File: src/breakoutPkg.sv
`default_nettype none

package breakoutPkg;

   // Fixed-point format. Positions carry 6 subpixel bits.
   localparam int subBits = 6;

   typedef logic [15:0] posT;
   typedef logic [9:0] pixelT;
   typedef logic [6:0] tileT;
   typedef logic [6:0] blockIdxT;
   typedef logic [2:0] blockRowT;

   // Object sizes and playfield edges in pixels.
   localparam pixelT ballSizePixel = 10'd8;
   localparam pixelT paddleLengthPixel = 10'd64;
   localparam pixelT paddleYPixel = 10'd440;
   localparam pixelT gameBeginXPixel = 10'd16;
   localparam pixelT gameEndXPixel = 10'd624;

   // Tile grid, one tile is 8 pixels.
   localparam tileT leftWallXTile = 7'd1;
   localparam tileT rightWallXTile = 7'd78;
   localparam tileT ceilingYTile = 7'd1;
   localparam tileT blockStartXTile = 7'd4;
   localparam tileT blockStartYTile = 7'd6;
   localparam tileT paddleYTile = tileT'(paddleYPixel >> 3);
   localparam tileT lostYTile = paddleYTile + 7'd3;

   // Block grid. Blocks are 8 tiles wide and 2 tiles tall.
   localparam logic [3:0] blockColCount = 4'd9;
   localparam logic [3:0] blockRowCount = 4'd8;
   localparam blockIdxT invalidBlock = 7'd72;

   // Motion, in subpixels per step.
   localparam posT paddleSpeedSub = 16'd32;
   localparam pixelT paddleStartPixel = 10'd370;
   localparam posT launchVelX = 16'd6;
   localparam posT launchVelY = -16'sd16;
   localparam posT paddleSteerSub = 16'd4;
   localparam logic [3:0] stepsPerFrame = 4'd12;

   // Derived subpixel positions.
   localparam posT paddleStartSub = posT'(paddleStartPixel) << subBits;
   localparam posT paddleMinSub = posT'(gameBeginXPixel) << subBits;
   localparam posT paddleMaxSub = posT'(gameEndXPixel - paddleLengthPixel) << subBits;
   localparam posT ballParkOffsetSub =
      posT'((paddleLengthPixel - ballSizePixel) / 2) << subBits;
   localparam posT ballParkYSub = posT'(paddleYPixel - ballSizePixel) << subBits;

   typedef enum logic [2:0] {
      phExtrapolate,
      phNeighbors,
      phLoadX,
      phLoadY,
      phCollide,
      phUpdate,
      phStoreY
   } physPhaseT;

   typedef enum logic [1:0] {
      ballWait,
      ballInGame,
      ballLost
   } ballModeT;

endpackage

`default_nettype wire

File: src/physicsIfs.sv
`timescale 1ns/1ps
`default_nettype none

// Ball state as seen by the collision logic.
interface ballIf;
   breakoutPkg::posT ballX;
   breakoutPkg::posT ballY;
   breakoutPkg::posT ballVelX;
   breakoutPkg::posT ballVelY;
   breakoutPkg::ballModeT ballMode;

   modport owner (output ballX, ballY, ballVelX, ballVelY, ballMode);
   modport observer (input ballX, ballY, ballVelX, ballVelY, ballMode);
endinterface

// Neighbour blocks of the ball, and the kills sent back for them.
interface neighborIf;
   breakoutPkg::blockIdxT xBlock;
   breakoutPkg::blockIdxT yBlock;
   logic xAlive;
   logic yAlive;
   logic inBlockArea;
   logic canHitX;
   logic canHitY;
   breakoutPkg::blockRowT curRow;
   logic killX;
   logic killY;

   modport finder (
      output xBlock, yBlock, xAlive, yAlive, inBlockArea, canHitX, canHitY, curRow,
      input killX, killY
   );
   modport resolver (
      input xBlock, yBlock, xAlive, yAlive, inBlockArea, canHitX, canHitY, curRow,
      output killX, killY
   );
endinterface

`default_nettype wire

File: src/physicsSequencer.sv
`timescale 1ns/1ps
`default_nettype none

module physicsSequencer (
   input wire CLK,
   input wire RESET,
   input wire startUpdate,
   output breakoutPkg::physPhaseT phase
);

   // Steps already started in this frame. The last index means idle.
   logic [3:0] stepCount;

   always_ff @(posedge CLK) begin
      if (RESET) begin
         phase <= breakoutPkg::phExtrapolate;
         stepCount <= breakoutPkg::stepsPerFrame - 4'd1;
      end else begin
         case (phase)
            breakoutPkg::phExtrapolate: begin
               if (stepCount != breakoutPkg::stepsPerFrame - 4'd1) begin
                  stepCount <= stepCount + 4'd1;
                  phase <= breakoutPkg::phNeighbors;
               end else if (startUpdate) begin
                  // New frame.
                  stepCount <= 4'd0;
                  phase <= breakoutPkg::phNeighbors;
               end
            end
            breakoutPkg::phStoreY: begin
               phase <= breakoutPkg::phExtrapolate;
            end
            default: begin
               phase <= breakoutPkg::physPhaseT'(phase + 3'd1);
            end
         endcase
      end
   end

   // Every module decodes the phase, so it must stay inside the enum.
   phaseLegal: assert property (@(posedge CLK) disable iff (RESET)
      !$isunknown(phase) && phase <= breakoutPkg::phStoreY);

endmodule

`default_nettype wire

File: src/ballPaddleState.sv
`timescale 1ns/1ps
`default_nettype none

module ballPaddleState (
   input wire CLK,
   input wire RESET,
   input wire breakoutPkg::physPhaseT phase,
   input wire btnLeft,
   input wire btnRight,
   input wire btnRelease,
   input wire ignoreDeath,
   input wire flipX,
   input wire flipY,
   input wire paddleHit,
   input wire breakoutPkg::posT steer,
   ballIf.owner ball,
   output breakoutPkg::pixelT paddleX,
   output logic stepComplete,
   output logic ballLostEvt
);

   breakoutPkg::posT paddleSub;
   breakoutPkg::posT movedX;
   breakoutPkg::posT clampedX;
   breakoutPkg::posT nextVelX;
   breakoutPkg::posT nextVelY;
   breakoutPkg::tileT ballTileY;
   logic lostNow;

   // Paddle motion, one speed unit per pressed button.
   always_comb begin
      movedX = paddleSub;
      if (btnRight) begin
         movedX = movedX + breakoutPkg::paddleSpeedSub;
      end
      if (btnLeft) begin
         movedX = movedX - breakoutPkg::paddleSpeedSub;
      end
      clampedX = movedX;
      if (movedX < breakoutPkg::paddleMinSub) begin
         clampedX = breakoutPkg::paddleMinSub;
      end else if (movedX > breakoutPkg::paddleMaxSub) begin
         clampedX = breakoutPkg::paddleMaxSub;
      end
   end

   always_comb begin
      nextVelX = flipX ? -ball.ballVelX : ball.ballVelX;
      nextVelY = flipY ? -ball.ballVelY : ball.ballVelY;
      // A paddle bounce takes priority over the other flips.
      if (paddleHit) begin
         nextVelX = ball.ballVelX + steer;
         nextVelY = -ball.ballVelY;
      end
   end

   assign ballTileY = breakoutPkg::tileT'(ball.ballY >> (breakoutPkg::subBits + 3));
   assign lostNow = ballTileY == breakoutPkg::lostYTile && !ignoreDeath;
   assign paddleX = paddleSub[15:breakoutPkg::subBits];

   always_ff @(posedge CLK) begin
      if (RESET) begin
         paddleSub <= breakoutPkg::paddleStartSub;
         ball.ballMode <= breakoutPkg::ballWait;
         ball.ballX <= breakoutPkg::paddleStartSub + breakoutPkg::ballParkOffsetSub;
         ball.ballY <= breakoutPkg::ballParkYSub;
         ball.ballVelX <= '0;
         ball.ballVelY <= '0;
         stepComplete <= 1'b0;
         ballLostEvt <= 1'b0;
      end else begin
         stepComplete <= phase == breakoutPkg::phUpdate;
         ballLostEvt <= phase == breakoutPkg::phUpdate &&
            ball.ballMode == breakoutPkg::ballInGame && lostNow;
         if (phase == breakoutPkg::phUpdate) begin
            paddleSub <= clampedX;
            case (ball.ballMode)
               breakoutPkg::ballWait: begin
                  // Parked centred on top of the paddle.
                  ball.ballX <= clampedX + breakoutPkg::ballParkOffsetSub;
                  ball.ballY <= breakoutPkg::ballParkYSub;
                  if (btnRelease) begin
                     ball.ballMode <= breakoutPkg::ballInGame;
                     ball.ballVelX <= breakoutPkg::launchVelX;
                     ball.ballVelY <= breakoutPkg::launchVelY;
                  end
               end
               breakoutPkg::ballInGame: begin
                  ball.ballVelX <= nextVelX;
                  ball.ballVelY <= nextVelY;
                  ball.ballX <= ball.ballX + nextVelX;
                  ball.ballY <= ball.ballY + nextVelY;
                  if (lostNow) begin
                     ball.ballMode <= breakoutPkg::ballLost;
                  end
               end
               default: begin
                  // Lost. Start over with the paddle in its home spot.
                  paddleSub <= breakoutPkg::paddleStartSub;
                  ball.ballX <= breakoutPkg::paddleStartSub + breakoutPkg::ballParkOffsetSub;
                  ball.ballY <= breakoutPkg::ballParkYSub;
                  ball.ballVelX <= '0;
                  ball.ballVelY <= '0;
                  ball.ballMode <= breakoutPkg::ballWait;
               end
            endcase
         end
      end
   end

   paddleInField: assert property (@(posedge CLK) disable iff (RESET)
      paddleX >= breakoutPkg::gameBeginXPixel &&
      paddleX <= breakoutPkg::gameEndXPixel - breakoutPkg::paddleLengthPixel);

endmodule

`default_nettype wire

File: src/blockNeighborFinder.sv
`timescale 1ns/1ps
`default_nettype none

module blockNeighborFinder (
   input wire CLK,
   input wire breakoutPkg::physPhaseT phase,
   ballIf.observer ball,
   neighborIf.finder nbr,
   output breakoutPkg::blockIdxT ramAddr,
   output logic ramWrData,
   output logic ramWrEn,
   input wire ramRdData
);

   breakoutPkg::pixelT xPix;
   breakoutPkg::pixelT yPix;
   breakoutPkg::pixelT endXPix;
   breakoutPkg::pixelT endYPix;
   breakoutPkg::tileT cXTile;
   breakoutPkg::tileT cYTile;
   breakoutPkg::tileT xOff;
   breakoutPkg::tileT yOff;
   breakoutPkg::blockIdxT xAddr;
   breakoutPkg::blockIdxT yAddr;
   logic [3:0] xCol;
   logic [3:0] nbrCol;
   logic [5:0] yRow;
   logic [5:0] nbrRow;
   logic goesLeft;
   logic goesUp;

   assign goesLeft = ball.ballVelX[15];
   assign goesUp = ball.ballVelY[15];
   assign xPix = ball.ballX[15:breakoutPkg::subBits];
   assign yPix = ball.ballY[15:breakoutPkg::subBits];
   assign endXPix = xPix + breakoutPkg::ballSizePixel - 10'd1;
   assign endYPix = yPix + breakoutPkg::ballSizePixel - 10'd1;

   // Column and row of the candidate tile. Offsets left of or above the grid
   // wrap around, so the neighbour step brings them back to column or row 0.
   assign xOff = cXTile - breakoutPkg::blockStartXTile;
   assign yOff = cYTile - breakoutPkg::blockStartYTile;
   assign xCol = xOff[6:3];
   assign yRow = yOff[6:1];
   assign nbrCol = goesLeft ? xCol - 4'd1 : xCol + 4'd1;
   assign nbrRow = goesUp ? yRow - 6'd1 : yRow + 6'd1;

   always_comb begin
      xAddr = breakoutPkg::invalidBlock;
      yAddr = breakoutPkg::invalidBlock;
      if (yRow < breakoutPkg::blockRowCount && nbrCol < breakoutPkg::blockColCount) begin
         xAddr = breakoutPkg::blockIdxT'(yRow[2:0]) * breakoutPkg::blockColCount +
            breakoutPkg::blockIdxT'(nbrCol);
      end
      if (nbrRow < breakoutPkg::blockRowCount && xCol < breakoutPkg::blockColCount) begin
         yAddr = breakoutPkg::blockIdxT'(nbrRow[2:0]) * breakoutPkg::blockColCount +
            breakoutPkg::blockIdxT'(xCol);
      end
   end

   always_ff @(posedge CLK) begin
      case (phase)
         breakoutPkg::phExtrapolate: begin
            // Tile the ball fully occupies, and whether its leading edge
            // sits right against a block edge.
            cXTile <= goesLeft ? endXPix[9:3] : xPix[9:3];
            cYTile <= goesUp ? endYPix[9:3] : yPix[9:3];
            nbr.canHitX <= xPix[2:0] == 3'd0 && (goesLeft ?
               xPix[5:3] == breakoutPkg::blockStartXTile[2:0] :
               xPix[5:3] == breakoutPkg::blockStartXTile[2:0] - 3'd1);
            nbr.canHitY <= yPix[2:0] == 3'd0 &&
               (yPix[3] == breakoutPkg::blockStartYTile[0]) == goesUp;
         end
         breakoutPkg::phNeighbors: begin
            nbr.xBlock <= xAddr;
            nbr.yBlock <= yAddr;
            nbr.curRow <= yRow[2:0];
            nbr.inBlockArea <= yRow < breakoutPkg::blockRowCount ||
               (&yRow && !goesUp) || (yRow == breakoutPkg::blockRowCount && goesUp);
         end
         breakoutPkg::phLoadX: nbr.xAlive <= ramRdData;
         breakoutPkg::phLoadY: nbr.yAlive <= ramRdData;
         default: ;
      endcase
   end

   // Memory port schedule, one access per phase.
   always_comb begin
      ramAddr = nbr.yBlock;
      ramWrData = 1'b0;
      ramWrEn = 1'b0;
      case (phase)
         breakoutPkg::phNeighbors: ramAddr = xAddr;
         breakoutPkg::phUpdate: begin
            ramAddr = nbr.xBlock;
            ramWrData = nbr.xAlive && !nbr.killX;
            ramWrEn = 1'b1;
         end
         breakoutPkg::phStoreY: begin
            ramWrData = nbr.yAlive && !nbr.killY;
            ramWrEn = 1'b1;
         end
         default: ;
      endcase
   end

endmodule

`default_nettype wire

File: src/blockStateRam.sv
`timescale 1ns/1ps
`default_nettype none

module blockStateRam (
   input wire CLK,
   input wire breakoutPkg::blockIdxT aAddr,
   input wire aWrData,
   input wire aWrEn,
   output logic aRdData,
   input wire breakoutPkg::blockIdxT bAddr,
   output logic bRdData
);

   // One alive bit per block. The top entry is the spare and stays dead.
   logic [breakoutPkg::invalidBlock:0] alive = {1'b0, {72{1'b1}}};

   always_ff @(posedge CLK) begin
      if (aWrEn) begin
         alive[aAddr] <= aWrData;
      end
      aRdData <= alive[aAddr];
   end

   // Display port. Addresses past the spare read as dead.
   always_ff @(posedge CLK) begin
      bRdData <= bAddr <= breakoutPkg::invalidBlock && alive[bAddr];
   end

   spareStaysDead: assert property (@(posedge CLK)
      aWrEn && aAddr == breakoutPkg::invalidBlock |-> !aWrData);

endmodule

`default_nettype wire

File: src/collisionResolver.sv
`timescale 1ns/1ps
`default_nettype none

module collisionResolver (
   input wire CLK,
   input wire RESET,
   input wire breakoutPkg::physPhaseT phase,
   ballIf.observer ball,
   neighborIf.resolver nbr,
   input wire breakoutPkg::pixelT paddleX,
   output logic flipX,
   output logic flipY,
   output logic paddleHit,
   output breakoutPkg::posT steer,
   output logic hitWall,
   output logic hitPaddle,
   output logic hitBlock,
   output breakoutPkg::blockRowT hitBlockRow
);

   breakoutPkg::pixelT xPix;
   breakoutPkg::pixelT yPix;
   breakoutPkg::pixelT paddleOffset;
   breakoutPkg::tileT xTile;
   breakoutPkg::tileT yTile;
   breakoutPkg::blockRowT yNbrRow;
   logic goesLeft;
   logic goesUp;
   logic atTileX;
   logic atTileY;
   logic hitLeftWall;
   logic hitRightWall;
   logic hitCeiling;
   logic contact;
   logic hitX;
   logic hitY;

   assign goesLeft = ball.ballVelX[15];
   assign goesUp = ball.ballVelY[15];
   assign xPix = ball.ballX[15:breakoutPkg::subBits];
   assign yPix = ball.ballY[15:breakoutPkg::subBits];
   assign xTile = xPix[9:3];
   assign yTile = yPix[9:3];
   assign atTileX = xPix[2:0] == 3'd0;
   assign atTileY = yPix[2:0] == 3'd0;

   assign hitLeftWall = atTileX && goesLeft && xTile == breakoutPkg::leftWallXTile + 7'd1;
   assign hitRightWall = atTileX && !goesLeft && xTile == breakoutPkg::rightWallXTile - 7'd1;
   assign hitCeiling = atTileY && goesUp && yTile == breakoutPkg::ceilingYTile + 7'd1;

   // Right edge of the ball relative to the paddle. Wraps when left of it.
   assign paddleOffset = xPix + breakoutPkg::ballSizePixel - 10'd1 - paddleX;
   assign contact = atTileY && !goesUp && yTile == breakoutPkg::paddleYTile - 7'd1 &&
      paddleOffset < breakoutPkg::paddleLengthPixel + breakoutPkg::ballSizePixel - 10'd1;

   assign hitX = nbr.inBlockArea && nbr.canHitX && nbr.xAlive;
   assign hitY = nbr.inBlockArea && nbr.canHitY && nbr.yAlive;
   assign yNbrRow = goesUp ? nbr.curRow - 3'd1 : nbr.curRow + 3'd1;

   always_ff @(posedge CLK) begin
      if (RESET) begin
         flipX <= 1'b0;
         flipY <= 1'b0;
         paddleHit <= 1'b0;
         steer <= '0;
         nbr.killX <= 1'b0;
         nbr.killY <= 1'b0;
         hitWall <= 1'b0;
         hitPaddle <= 1'b0;
         hitBlock <= 1'b0;
         hitBlockRow <= '0;
      end else if (phase == breakoutPkg::phCollide) begin
         flipX <= hitLeftWall || hitRightWall || hitX;
         flipY <= hitCeiling || hitY;
         paddleHit <= contact && ball.ballMode == breakoutPkg::ballInGame;
         // Outer quarters of the paddle steer the ball sideways.
         if (paddleOffset < breakoutPkg::paddleLengthPixel / 4 +
               breakoutPkg::ballSizePixel / 2 - 10'd1) begin
            steer <= -breakoutPkg::paddleSteerSub;
         end else if (paddleOffset >= breakoutPkg::paddleLengthPixel * 3 / 4 +
               breakoutPkg::ballSizePixel / 2 - 10'd1) begin
            steer <= breakoutPkg::paddleSteerSub;
         end else begin
            steer <= '0;
         end
         nbr.killX <= hitX;
         nbr.killY <= hitY;
         hitWall <= hitLeftWall || hitRightWall || hitCeiling;
         hitPaddle <= contact && ball.ballMode == breakoutPkg::ballInGame;
         hitBlock <= hitX || hitY;
         if (hitY) begin
            hitBlockRow <= yNbrRow;
         end else if (hitX) begin
            hitBlockRow <= nbr.curRow;
         end
      end else if (phase == breakoutPkg::phStoreY) begin
         hitWall <= 1'b0;
         hitPaddle <= 1'b0;
         hitBlock <= 1'b0;
      end
   end

endmodule

`default_nettype wire

File: src/breakoutPhysics.sv
`timescale 1ns/1ps
`default_nettype none

module breakoutPhysics (
   input wire CLK,
   input wire RESET,
   input wire START_UPDATE,
   input wire BTN_LEFT,
   input wire BTN_RIGHT,
   input wire BTN_RELEASE,
   input wire SW_IGNORE_DEATH,
   input wire breakoutPkg::blockIdxT BLOCK_ADDR,
   output logic STEP_COMPLETE,
   output logic HIT_WALL,
   output logic HIT_PADDLE,
   output logic HIT_BLOCK,
   output breakoutPkg::blockRowT HIT_BLOCK_ROW,
   output logic BALL_LOST,
   output breakoutPkg::pixelT PADDLE_X_PIXEL,
   output breakoutPkg::pixelT BALL_X_PIXEL,
   output breakoutPkg::pixelT BALL_Y_PIXEL,
   output logic BLOCK_ALIVE
);

   breakoutPkg::physPhaseT phase;
   breakoutPkg::blockIdxT ramAddr;
   breakoutPkg::posT steer;
   logic ramWrData;
   logic ramWrEn;
   logic ramRdData;
   logic flipX;
   logic flipY;
   logic paddleHit;

   ballIf ballBus ();
   neighborIf nbrBus ();

   physicsSequencer seq (
      .CLK(CLK),
      .RESET(RESET),
      .startUpdate(START_UPDATE),
      .phase(phase)
   );

   ballPaddleState ballState (
      .CLK(CLK),
      .RESET(RESET),
      .phase(phase),
      .btnLeft(BTN_LEFT),
      .btnRight(BTN_RIGHT),
      .btnRelease(BTN_RELEASE),
      .ignoreDeath(SW_IGNORE_DEATH),
      .flipX(flipX),
      .flipY(flipY),
      .paddleHit(paddleHit),
      .steer(steer),
      .ball(ballBus.owner),
      .paddleX(PADDLE_X_PIXEL),
      .stepComplete(STEP_COMPLETE),
      .ballLostEvt(BALL_LOST)
   );

   blockNeighborFinder finder (
      .CLK(CLK),
      .phase(phase),
      .ball(ballBus.observer),
      .nbr(nbrBus.finder),
      .ramAddr(ramAddr),
      .ramWrData(ramWrData),
      .ramWrEn(ramWrEn),
      .ramRdData(ramRdData)
   );

   blockStateRam blockRam (
      .CLK(CLK),
      .aAddr(ramAddr),
      .aWrData(ramWrData),
      .aWrEn(ramWrEn),
      .aRdData(ramRdData),
      .bAddr(BLOCK_ADDR),
      .bRdData(BLOCK_ALIVE)
   );

   collisionResolver resolver (
      .CLK(CLK),
      .RESET(RESET),
      .phase(phase),
      .ball(ballBus.observer),
      .nbr(nbrBus.resolver),
      .paddleX(PADDLE_X_PIXEL),
      .flipX(flipX),
      .flipY(flipY),
      .paddleHit(paddleHit),
      .steer(steer),
      .hitWall(HIT_WALL),
      .hitPaddle(HIT_PADDLE),
      .hitBlock(HIT_BLOCK),
      .hitBlockRow(HIT_BLOCK_ROW)
   );

   // Whole pixels of the ball position.
   assign BALL_X_PIXEL = ballBus.ballX[15:breakoutPkg::subBits];
   assign BALL_Y_PIXEL = ballBus.ballY[15:breakoutPkg::subBits];

endmodule

`default_nettype wire

File: config.mk
export PLATFORM = sky130hd
export DESIGN_NAME = breakoutPhysics
export DESIGN_NICKNAME = d
export VERILOG_FILES = /design/src/breakoutPkg.sv /design/src/physicsIfs.sv /design/src/physicsSequencer.sv /design/src/ballPaddleState.sv /design/src/blockNeighborFinder.sv /design/src/blockStateRam.sv /design/src/collisionResolver.sv /design/src/breakoutPhysics.sv
export SDC_FILE = /design/constraint.sdc
export NUM_CORES = 1
export LEC_CHECK = 0
export ABC_AREA = 1
export BUFFER_PORTS_ARGS = -buffer_cell sky130_fd_sc_hd__buf_2
export CORE_ASPECT_RATIO = 0.5
export CORE_MARGIN = 2
export CORE_UTILIZATION = 67
export CTS_CLUSTER_DIAMETER = 200
export CTS_CLUSTER_SIZE = 24
export DETAILED_ROUTE_END_ITERATION = 12
export GPL_ROUTABILITY_DRIVEN = 0
export PLACE_DENSITY = 0.88
export SKIP_CTS_REPAIR_TIMING = 1
export SLEW_MARGIN = 20
export SYNTH_ARGS = -nofsm -noshare
export SYNTH_HDL_FRONTEND = slang
export SYNTH_SLANG_ARGS = --single-unit
File: constraint.sdc
create_clock -name CLK -period 12.1 [get_ports CLK]
set_input_delay 0.605 -clock CLK [delete_from_list [all_inputs] [get_ports CLK]]
set_output_delay 0.605 -clock CLK [all_outputs]
set_load 0.05 [all_outputs]
==> results of run 1 <==
layout by cell type (no fill, tap or decap), types with 6 or more instances in the layout:
cell	Yosys	routed
sky130_fd_sc_hd__nand2_1	506	506
sky130_fd_sc_hd__inv_1	266	266
sky130_fd_sc_hd__nor2_1	224	223
sky130_fd_sc_hd__a21oi_1	145	145
sky130_fd_sc_hd__o21ai_0	136	136
sky130_fd_sc_hd__nand3_1	132	132
sky130_fd_sc_hd__dfxtp_1	106	106
sky130_fd_sc_hd__edfxtp_1	106	106
sky130_fd_sc_hd__ha_1	92	92
sky130_fd_sc_hd__buf_2	8	52
sky130_fd_sc_hd__xor2_1	48	48
sky130_fd_sc_hd__nor3_1	37	37
sky130_fd_sc_hd__a31oi_1	25	25
sky130_fd_sc_hd__nand4_1	18	18
sky130_fd_sc_hd__o211ai_1	16	16
sky130_fd_sc_hd__or2_2	15	15
sky130_fd_sc_hd__o21ai_1	15	15
sky130_fd_sc_hd__nand2_2	14	14
sky130_fd_sc_hd__xnor2_1	14	14
sky130_fd_sc_hd__clkbuf_16	0	13
sky130_fd_sc_hd__inv_2	10	10
sky130_fd_sc_hd__o32ai_1	9	9
sky130_fd_sc_hd__buf_4	32	9
sky130_fd_sc_hd__fa_1	8	8
sky130_fd_sc_hd__nand3b_1	7	7
sky130_fd_sc_hd__nor2_2	6	7
sky130_fd_sc_hd__o22ai_1	7	7
sky130_fd_sc_hd__a211oi_1	6	6
sky130_fd_sc_hd__o221ai_1	6	6
sky130_fd_sc_hd__clkbuf_1	46	6
layer usage:
layer,track usage,wire [um]
met5,0,0
met4,0.0904,981
met3,0.0452,3330
met2,0.514,17200
met1,0.426,16200
registers in the layout (all words and copies together) (netlist names), 2 cells and up:
register                 count
finder.cYTile                6
ballState.ball.ballX        16
resolver.steer               2
finder.nbr.yBlock            7
finder.nbr.curRow            3
ballState.ball.ballMode      2
ballState.ball.ballVelX     16
ballState.ball.ballVelY     16
finder.cXTile                5
ballState.paddleSub         16
seq.stepCount                4
finder.nbr.xBlock            7
resolver.hitBlockRow         3
seq.phase                    3
blockRam.alive              73
ballState.ball.ballY        16
worst max-delay path by stage:
stage / cells past startpoint / endpoint / start / slack [ns]
6_report: 26 / blockRam.alive[63]$_DFFE_PP_ / finder.cXTile[3]$_DFFE_PP_ / 7.46
4_1_cts: 26 / blockRam.alive[56]$_DFFE_PP_ / finder.cXTile[3]$_DFFE_PP_ / 7.48
3_5_place_dp: 26 / blockRam.alive[34]$_DFFE_PP_ / finder.cXTile[3]$_DFFE_PP_ / 7.53
5_1_grt: 27 / blockRam.alive[34]$_DFFE_PP_ / finder.cXTile[2]$_DFFE_PP_ / 7.05
2_1_floorplan: 26 / blockRam.alive[56]$_DFFE_PP_ / finder.cXTile[2]$_DFFE_PP_ / 8.06
3_3_place_gp: 26 / blockRam.alive[58]$_DFFE_PP_ / finder.cXTile[2]$_DFFE_PP_ / 7.79
logic make-up (layout without fill, tap and decap cells):
| family | count (synthesis) | in the layout | synth area share |
|---|---|---|---|
| fa+ha+maj | 100 | 100 | 0.0861 |
| buf+inv | 376 | 361 | 0.104 |
| flops | 212 | 212 | 0.348 |
| xor+xnor | 66 | 66 | 0.0399 |
| compound gates | 400 | 400 | 0.149 |
| simple gates | 978 | 978 | 0.273 |
power by group:
| part | switching (mW) | internal (mW) | leakage [nW] | total, mW |
|---|---|---|---|---|
| Combinational | 0.552 | 0.236 | 5.25 | 0.789 |
| Sequential | 0.0240 | 0.803 | 1.68 | 0.827 |
| Clock | 0.246 | 0.223 | 0.181 | 0.468 |
through the flow:
step                power (mW)  utilization
floorplan                 1.45            -
global placement          1.59        0.702
detailed placement        1.61        0.702
CTS                       2.07        0.720
global route              2.22        0.720
finish                    2.08        0.720
cells in the mapped netlist, drive strengths merged, types with 6 or more instances:
| master | number |
|---|---|
| ha | 92 |
| a211oi | 6 |
| inv | 276 |
| o21ai | 151 |
| a21oi | 147 |
| buf | 50 |
| o32ai | 9 |
| or2 | 15 |
| a31oi | 25 |
| xnor2 | 14 |
| dfxtp | 106 |
| edfxtp | 106 |
| fa | 8 |
| o211ai | 16 |
| nand4 | 19 |
| o221ai | 6 |
| o22ai | 7 |
| nand3 | 134 |
| xor2 | 52 |
| clkbuf | 46 |
| nand3b | 7 |
| nor3 | 42 |
| nor2 | 232 |
| nand2 | 523 |
layout make-up:
class,instances,area share
multi-input cells,1544,0.529
flip-flops and latches,212,0.336
inverters,280,0.0665
well taps,300,0.0237
clock buffers,19,0.0220
repair buffers,61,0.0207
clock inverters,1,0.00190
==> metrics.txt, run 1 <==
# TYPE chip_impl_metric gauge
chip_impl_info{name="status",value="finished, final reports clean"} 1
chip_impl_metric{name="regToRegSetupSlack",unit="ns"} 7.46
chip_impl_metric{name="hold_viol_final",unit=""} 0
chip_impl_metric{name="timing.critical_path.slowest_cell_delay",unit="ns"} 0.38
chip_impl_metric{name="max-slew-margin-rel",unit=""} 0.364
chip_impl_metric{name="drt_pass1_iterations",unit=""} 7
chip_impl_metric{name="cts.sink_count",unit=""} 212
chip_impl_metric{name="routedWlPerCell",unit="um"} 15.6
chip_impl_metric{name="fin_area",unit="sq um"} 15800
chip_impl_info{name="holdPathEnd",value="blockRam.bRdData$_DFF_P_"} 1
chip_impl_info{name="yosys-top-cells-area",value="sky130_fd_sc_hd__edfxtp_1 (21%), sky130_fd_sc_hd__dfxtp_1 (14%), sky130_fd_sc_hd__nand2_1 (12%)"} 1
chip_impl_metric{name="synth-seq-cells",unit=""} 212
chip_impl_metric{name="grt_start_max_net_pins",unit=""} 74
chip_impl_metric{name="effective_utilization_at_floorplan",unit=""} 0.693
chip_impl_metric{name="fmax",unit="MHz"} 215
chip_impl_metric{name="synth.yosys.seq_area_share",unit=""} 0.348
chip_impl_metric{name="postSynthNetCount",unit=""} 2246
chip_impl_metric{name="netlist_area",unit="sq um"} 15200
chip_impl_metric{name="htreeDepth",unit=""} 1
chip_impl_metric{name="clock_insertion_delay_worst_skew",unit="ns"} 0.49
chip_impl_metric{name="detailed_place_hpwl",unit="mm"} 27.0
chip_impl_metric{name="yosysTopAreaCellShare",unit=""} 0.209
chip_impl_metric{name="tightestPinTransition",unit="ns"} 0.950
chip_impl_metric{name="postRouteWirelength",unit="mm"} 37.8
chip_impl_metric{name="num-fill-cells",unit=""} 1769
chip_impl_metric{name="final_cells",unit=""} 2417
chip_impl_metric{name="die-width",unit="um"} 217
chip_impl_metric{name="vdd_ir_drop_max",unit="mV"} 0.140
chip_impl_metric{name="final.period_utilization",unit=""} 0.384
chip_impl_metric{name="power_density",unit="nW/um^2"} 132
chip_impl_metric{name="cp_num_buf_inv",unit=""} 4
chip_impl_info{name="cts_root_buf",value="sky130_fd_sc_hd__clkbuf_16"} 1
chip_impl_metric{name="num-nets-final",unit=""} 2225
chip_impl_info{name="timing.rr.end",value="blockRam.alive[63]$_DFFE_PP_"} 1
chip_impl_info{name="cpMaxStageDelayCell",value="sky130_fd_sc_hd__edfxtp_1"} 1
chip_impl_metric{name="dp_slack",unit="ns"} 7.53
chip_impl_metric{name="die_height",unit="um"} 111
chip_impl_metric{name="setup-violations-final",unit=""} 0
chip_impl_metric{name="grt_use_total",unit=""} 0.311
chip_impl_metric{name="seqCellArea",unit="sq um"} 5310
chip_impl_metric{name="fin_hold_ws",unit="ns"} 0.330
chip_impl_metric{name="synth-edff-count",unit=""} 106
chip_impl_info{name="rsz0062_at_grt",value="false"} 1
chip_impl_metric{name="setup_total_negative_slack",unit="ns"} 0
chip_impl_metric{name="post_synth.cell_area_avg",unit="sq um"} 7.14
chip_impl_metric{name="layout_stage_area_growth_over_the_synthesis_result",unit="%"} 3.77
chip_impl_metric{name="detailedRoute.firstIterationViolations",unit=""} 1349
chip_impl_info{name="worst_r2r_startpoint",value="finder.cXTile[3]$_DFFE_PP_"} 1
chip_impl_metric{name="num_antenna_cells",unit=""} 0
chip_impl_info{name="critPathCaptureType",value="flop"} 1
chip_impl_info{name="synth_area_leader_cell",value="sky130_fd_sc_hd__edfxtp_1"} 1
chip_impl_metric{name="multiInputGateArea",unit="sq um"} 8370
chip_impl_metric{name="timing.final.crit_period",unit="ns"} 4.64
chip_impl_metric{name="place.port_buffers",unit=""} 52
chip_impl_metric{name="clk_transition_reported_paths",unit="ns"} 0.11
chip_impl_metric{name="wire_length_of_the_first_global_routing_pass",unit="mm"} 62.2
chip_impl_metric{name="post-route-drc-count",unit=""} 0
chip_impl_info{name="timing.hold.worst.class",value="in -> reg"} 1
chip_impl_info{name="hp-start",value="BLOCK_ADDR[5]"} 1
chip_impl_metric{name="p_leak",unit="nW"} 7.12
chip_impl_metric{name="post_synth_inst_count",unit=""} 2132
chip_impl_metric{name="rows",unit=""} 38
chip_impl_metric{name="vias",unit=""} 14100
chip_impl_metric{name="final.setup_skew",unit="ns"} 0.0237
chip_impl_metric{name="timing.final.max_slew_violations",unit=""} 0
chip_impl_metric{name="ys_async_sr_fraction",unit=""} 0
chip_impl_metric{name="timing.reg2reg.worst_path_depth",unit=""} 26
chip_impl_metric{name="drive_above_1_share",unit=""} 0.0666
chip_impl_info{name="worst_path_most_repeated_cell",value="sky130_fd_sc_hd__nand2_1"} 1
chip_impl_metric{name="layout_setup_ws",unit="ns"} 7.46
chip_impl_info{name="path_delay_family",value="simple AND/OR/NAND/NOR gates"} 1
chip_impl_metric{name="cts_buffer_depth",unit=""} 3
chip_impl_metric{name="place.detailed.instances",unit=""} 2397
chip_impl_info{name="critPathLaunchType",value="flop"} 1
chip_impl_metric{name="postRouteAntennaNets",unit=""} 0
chip_impl_metric{name="placed_area",unit="sq um"} 15400
chip_impl_info{name="setup.worst_path.class",value="reg -> reg"} 1
chip_impl_metric{name="grt_pass1_vias",unit=""} 13100
chip_impl_metric{name="path_max_fanout",unit=""} 8
chip_impl_metric{name="antenna_found_initial",unit=""} 0
chip_impl_metric{name="globalRouteOverflowTotal",unit=""} 0
chip_impl_metric{name="io_pins",unit=""} 53
chip_impl_metric{name="cp.required",unit="ns"} 12.29
chip_impl_metric{name="drv_cap",unit=""} 0
chip_impl_metric{name="design.core.area",unit="sq um"} 22000
chip_impl_metric{name="synth.yosys.warnings",unit=""} 0
chip_impl_metric{name="min_path_cells",unit=""} 2
chip_impl_info{name="postSynth.topFlopCell",value="sky130_fd_sc_hd__edfxtp_1"} 1
chip_impl_metric{name="cts_buffers",unit=""} 12
chip_impl_metric{name="die-area",unit="sq um"} 24000
chip_impl_metric{name="cp_data_arrival_time",unit="ns"} 4.83
chip_impl_metric{name="avgViaCountPerCell",unit=""} 5.85
chip_impl_info{name="cts_tree",value="yes"} 1
chip_impl_metric{name="synth.lib_cells_used.distinct",unit=""} 57
No activity file was read; power rests on OpenSTA's default activity.
==> inputs of run 2 (changes only) <==
CORE_UTILIZATION = 58   (was 67)
PLACE_DENSITY = 0.81   (was 0.88)
clock period = 4 ns   (was 12.1 ns; I/O delays follow)
==> run 2 against run 1 <==
  * The run now ends with hold timing, setup timing left
  * Clock power rose to 3.0 times the previous value
  * Register-to-register slack got worse by 7.5 ns
  * Largest cell class unchanged
  * Design area rose by 7.5%
  * Core utilization fell by 5.3 points
  * Critical endpoint is now blockRam.alive[61]$_DFFE_PP_
==> metrics.txt, run 2 (same netlist as run 1, synthesis figures left out) <==
# TYPE chip_impl_metric gauge
chip_impl_metric{name="grt_pass1_vias",unit=""} 13200
chip_impl_metric{name="vias",unit=""} 14400
chip_impl_metric{name="die-area",unit="sq um"} 27700
chip_impl_metric{name="num-nets-final",unit=""} 2291
chip_impl_metric{name="drv_cap",unit=""} 0
chip_impl_metric{name="final.period_utilization",unit=""} 1.02
chip_impl_metric{name="p_leak",unit="nW"} 7.56
chip_impl_info{name="max_flop_register",value="blockRam.alive"} 1
chip_impl_metric{name="fmax",unit="MHz"} 245
chip_impl_metric{name="antenna_found_initial",unit=""} 0
chip_impl_metric{name="num-fill-cells",unit=""} 2089
chip_impl_metric{name="htreeDepth",unit=""} 1
chip_impl_info{name="critPathCaptureType",value="flop"} 1
chip_impl_metric{name="timing.final.max_slew_violations",unit=""} 0
chip_impl_metric{name="fin_hold_ws",unit="ns"} -0.00239
chip_impl_info{name="rsz0062_at_grt",value="true"} 1
chip_impl_metric{name="cts.sink_count",unit=""} 212
chip_impl_info{name="violations",value="hold timing, setup timing"} 1
chip_impl_metric{name="largest_register_ffs",unit=""} 73
chip_impl_metric{name="io_pins",unit=""} 53
chip_impl_metric{name="vdd_ir_drop_max",unit="mV"} 0.420
chip_impl_info{name="cp-startpoint",value="finder.cXTile[3]$_DFFE_PP_"} 1
chip_impl_metric{name="detailedRoute.firstIterationViolations",unit=""} 1522
chip_impl_metric{name="postLayoutCoreUtil",unit=""} 0.667
chip_impl_metric{name="timing.reg2reg.worst_path_depth",unit=""} 27
chip_impl_metric{name="seqCellArea",unit="sq um"} 5310
chip_impl_metric{name="layout_setup_ws",unit="ns"} -0.0816
chip_impl_info{name="cts_tree",value="yes"} 1
chip_impl_metric{name="wire_length_of_the_first_global_routing_pass",unit="mm"} 63.0
chip_impl_metric{name="rows",unit=""} 41
chip_impl_metric{name="hold_viol_final",unit=""} 1
chip_impl_metric{name="clock_insertion_delay_worst_skew",unit="ns"} 0.49
chip_impl_info{name="status",value="finished, violations left"} 1
chip_impl_info{name="timing.rr.end",value="blockRam.alive[61]$_DFFE_PP_"} 1
chip_impl_info{name="timing.hold.worst.class",value="in -> reg"} 1
chip_impl_metric{name="clk_transition_reported_paths",unit="ns"} 0.09
chip_impl_metric{name="effective_utilization_at_floorplan",unit=""} 0.597
chip_impl_metric{name="postRouteWirelength",unit="mm"} 39.7
chip_impl_info{name="critPathLaunchType",value="flop"} 1
chip_impl_metric{name="drt_pass1_iterations",unit=""} 6
chip_impl_metric{name="setup-violations-final",unit=""} 30
chip_impl_metric{name="routedWlPerCell",unit="um"} 15.7
chip_impl_metric{name="timing.critical_path.slowest_cell_delay",unit="ns"} 0.43
chip_impl_info{name="critPathCapture",value="blockRam.alive[61]$_DFFE_PP_"} 1
chip_impl_metric{name="grt_start_max_net_pins",unit=""} 68
chip_impl_metric{name="cts_buffer_depth",unit=""} 3
chip_impl_info{name="setup.worst_path.class",value="reg -> reg"} 1
chip_impl_info{name="cpMaxStageDelayCell",value="sky130_fd_sc_hd__edfxtp_1"} 1
chip_impl_info{name="mostFrequentLayoutCells",value="sky130_fd_sc_hd__nand2_1 (481), sky130_fd_sc_hd__inv_1 (256), sky130_fd_sc_hd__nor2_1 (181)"} 1
chip_impl_info{name="mostFrequentLayoutCell",value="sky130_fd_sc_hd__nand2_1"} 1
chip_impl_metric{name="globalRouteOverflowTotal",unit=""} 0
chip_impl_metric{name="place.port_buffers",unit=""} 52
chip_impl_metric{name="num_antenna_cells",unit=""} 0
chip_impl_metric{name="cts_buffers",unit=""} 12
chip_impl_metric{name="cp.required",unit="ns"} 4.21
chip_impl_metric{name="post-route-drc-count",unit=""} 0
chip_impl_metric{name="drive_above_1_share",unit=""} 0.143
chip_impl_metric{name="detailed_place_hpwl",unit="mm"} 27.7
chip_impl_metric{name="die_height",unit="um"} 119
chip_impl_metric{name="layout_stage_area_growth_over_the_synthesis_result",unit="%"} 11.6
chip_impl_info{name="worst_path_most_repeated_cell",value="sky130_fd_sc_hd__nand2_2"} 1
chip_impl_metric{name="design.core.area",unit="sq um"} 25500
chip_impl_metric{name="regToRegSetupSlack",unit="ns"} -0.08
chip_impl_metric{name="max-slew-margin-rel",unit=""} 0.330
chip_impl_metric{name="tightestPinTransition",unit="ns"} 1.00
chip_impl_info{name="worst_r2r_startpoint",value="finder.cXTile[3]$_DFFE_PP_"} 1
chip_impl_metric{name="multiInputGateArea",unit="sq um"} 8940
chip_impl_metric{name="path_max_fanout",unit=""} 8
chip_impl_metric{name="final.setup_skew",unit="ns"} 0.0119
chip_impl_metric{name="power_density",unit="nW/um^2"} 421
chip_impl_metric{name="cp_data_arrival_time",unit="ns"} 4.29
chip_impl_metric{name="postRouteAntennaNets",unit=""} 0
chip_impl_metric{name="avgViaCountPerCell",unit=""} 5.69
chip_impl_info{name="cts_root_buf",value="sky130_fd_sc_hd__clkbuf_16"} 1
chip_impl_metric{name="grt_use_total",unit=""} 0.279
chip_impl_metric{name="timing.final.crit_period",unit="ns"} 4.08
chip_impl_metric{name="die-width",unit="um"} 233
## run 2: critical path: cells and delay by family (launching register included)
kind / cells / cell delay [ns]
AO/OA/AOI/OAI: 3 / 0.51
buffers and inverters: 5 / 0.49
XOR/XNOR: 1 / 0.13
flip-flops: 1 / 0.43
AND/OR/NAND/NOR: 14 / 1.28
adder cells (fa/ha/maj): 4 / 0.95
## run 2: worst min-delay path by stage
stage,startpoint,end,cells past startpoint
after floorplan,RESET,ballState.stepComplete$_SDFF_PP0_,1
after global placement,RESET,ballState.stepComplete$_SDFF_PP0_,2
after detailed placement,RESET,ballState.stepComplete$_SDFF_PP0_,2
after CTS,RESET,ballState.stepComplete$_SDFF_PP0_,2
after global routing,START_UPDATE,seq.phase[0]$_SDFFE_PP0P_,4
final,START_UPDATE,seq.phase[1]$_SDFFE_PP0P_,4
## run 2: where the power goes
part           internal, mW  switching (mW)
combinational          1.18            2.07
sequential             2.43          0.0730
clock                 0.666           0.731
total                  4.28            2.88
## run 2: cell type report
type,instances,share of cell area
multi-input combinational,1544,0.526
sequential,212,0.312
inverter,280,0.0631
timing repair buffer,127,0.0512
tap,344,0.0253
clock buffer,17,0.0200
clock inverter,1,0.00177
## run 2: per-stage QoR
step           cells  power [mW]  instance area (sq um)  TNS [ns]  setup WS (ns)
3_3_place_gp    2491        5.12                  15900     -5.33         -0.165
5_1_grt         2525        7.58                  17000     -8.06         -0.194
4_1_cts         2509        6.55                  16200    -18.77         -0.425
3_5_place_dp    2491        5.18                  15900    -17.44         -0.412
6_report        2525        7.16                  17000     -1.15        -0.0816
2_1_floorplan   2132        4.41                  15200         0         0.0109
## run 2: routing by layer
metal | global-route usage | part of all wire | up-vias | routed length (um)
met5 | 0 | 0 | - | 0
met4 | 0.0868 | 0.030 | 0 | 1200
met3 | 0.0389 | 0.078 | 108 | 3100
met2 | 0.460 | 0.45 | 586 | 18100
met1 | 0.380 | 0.44 | 6555 | 17400
li1 | - | - | 7111 | -
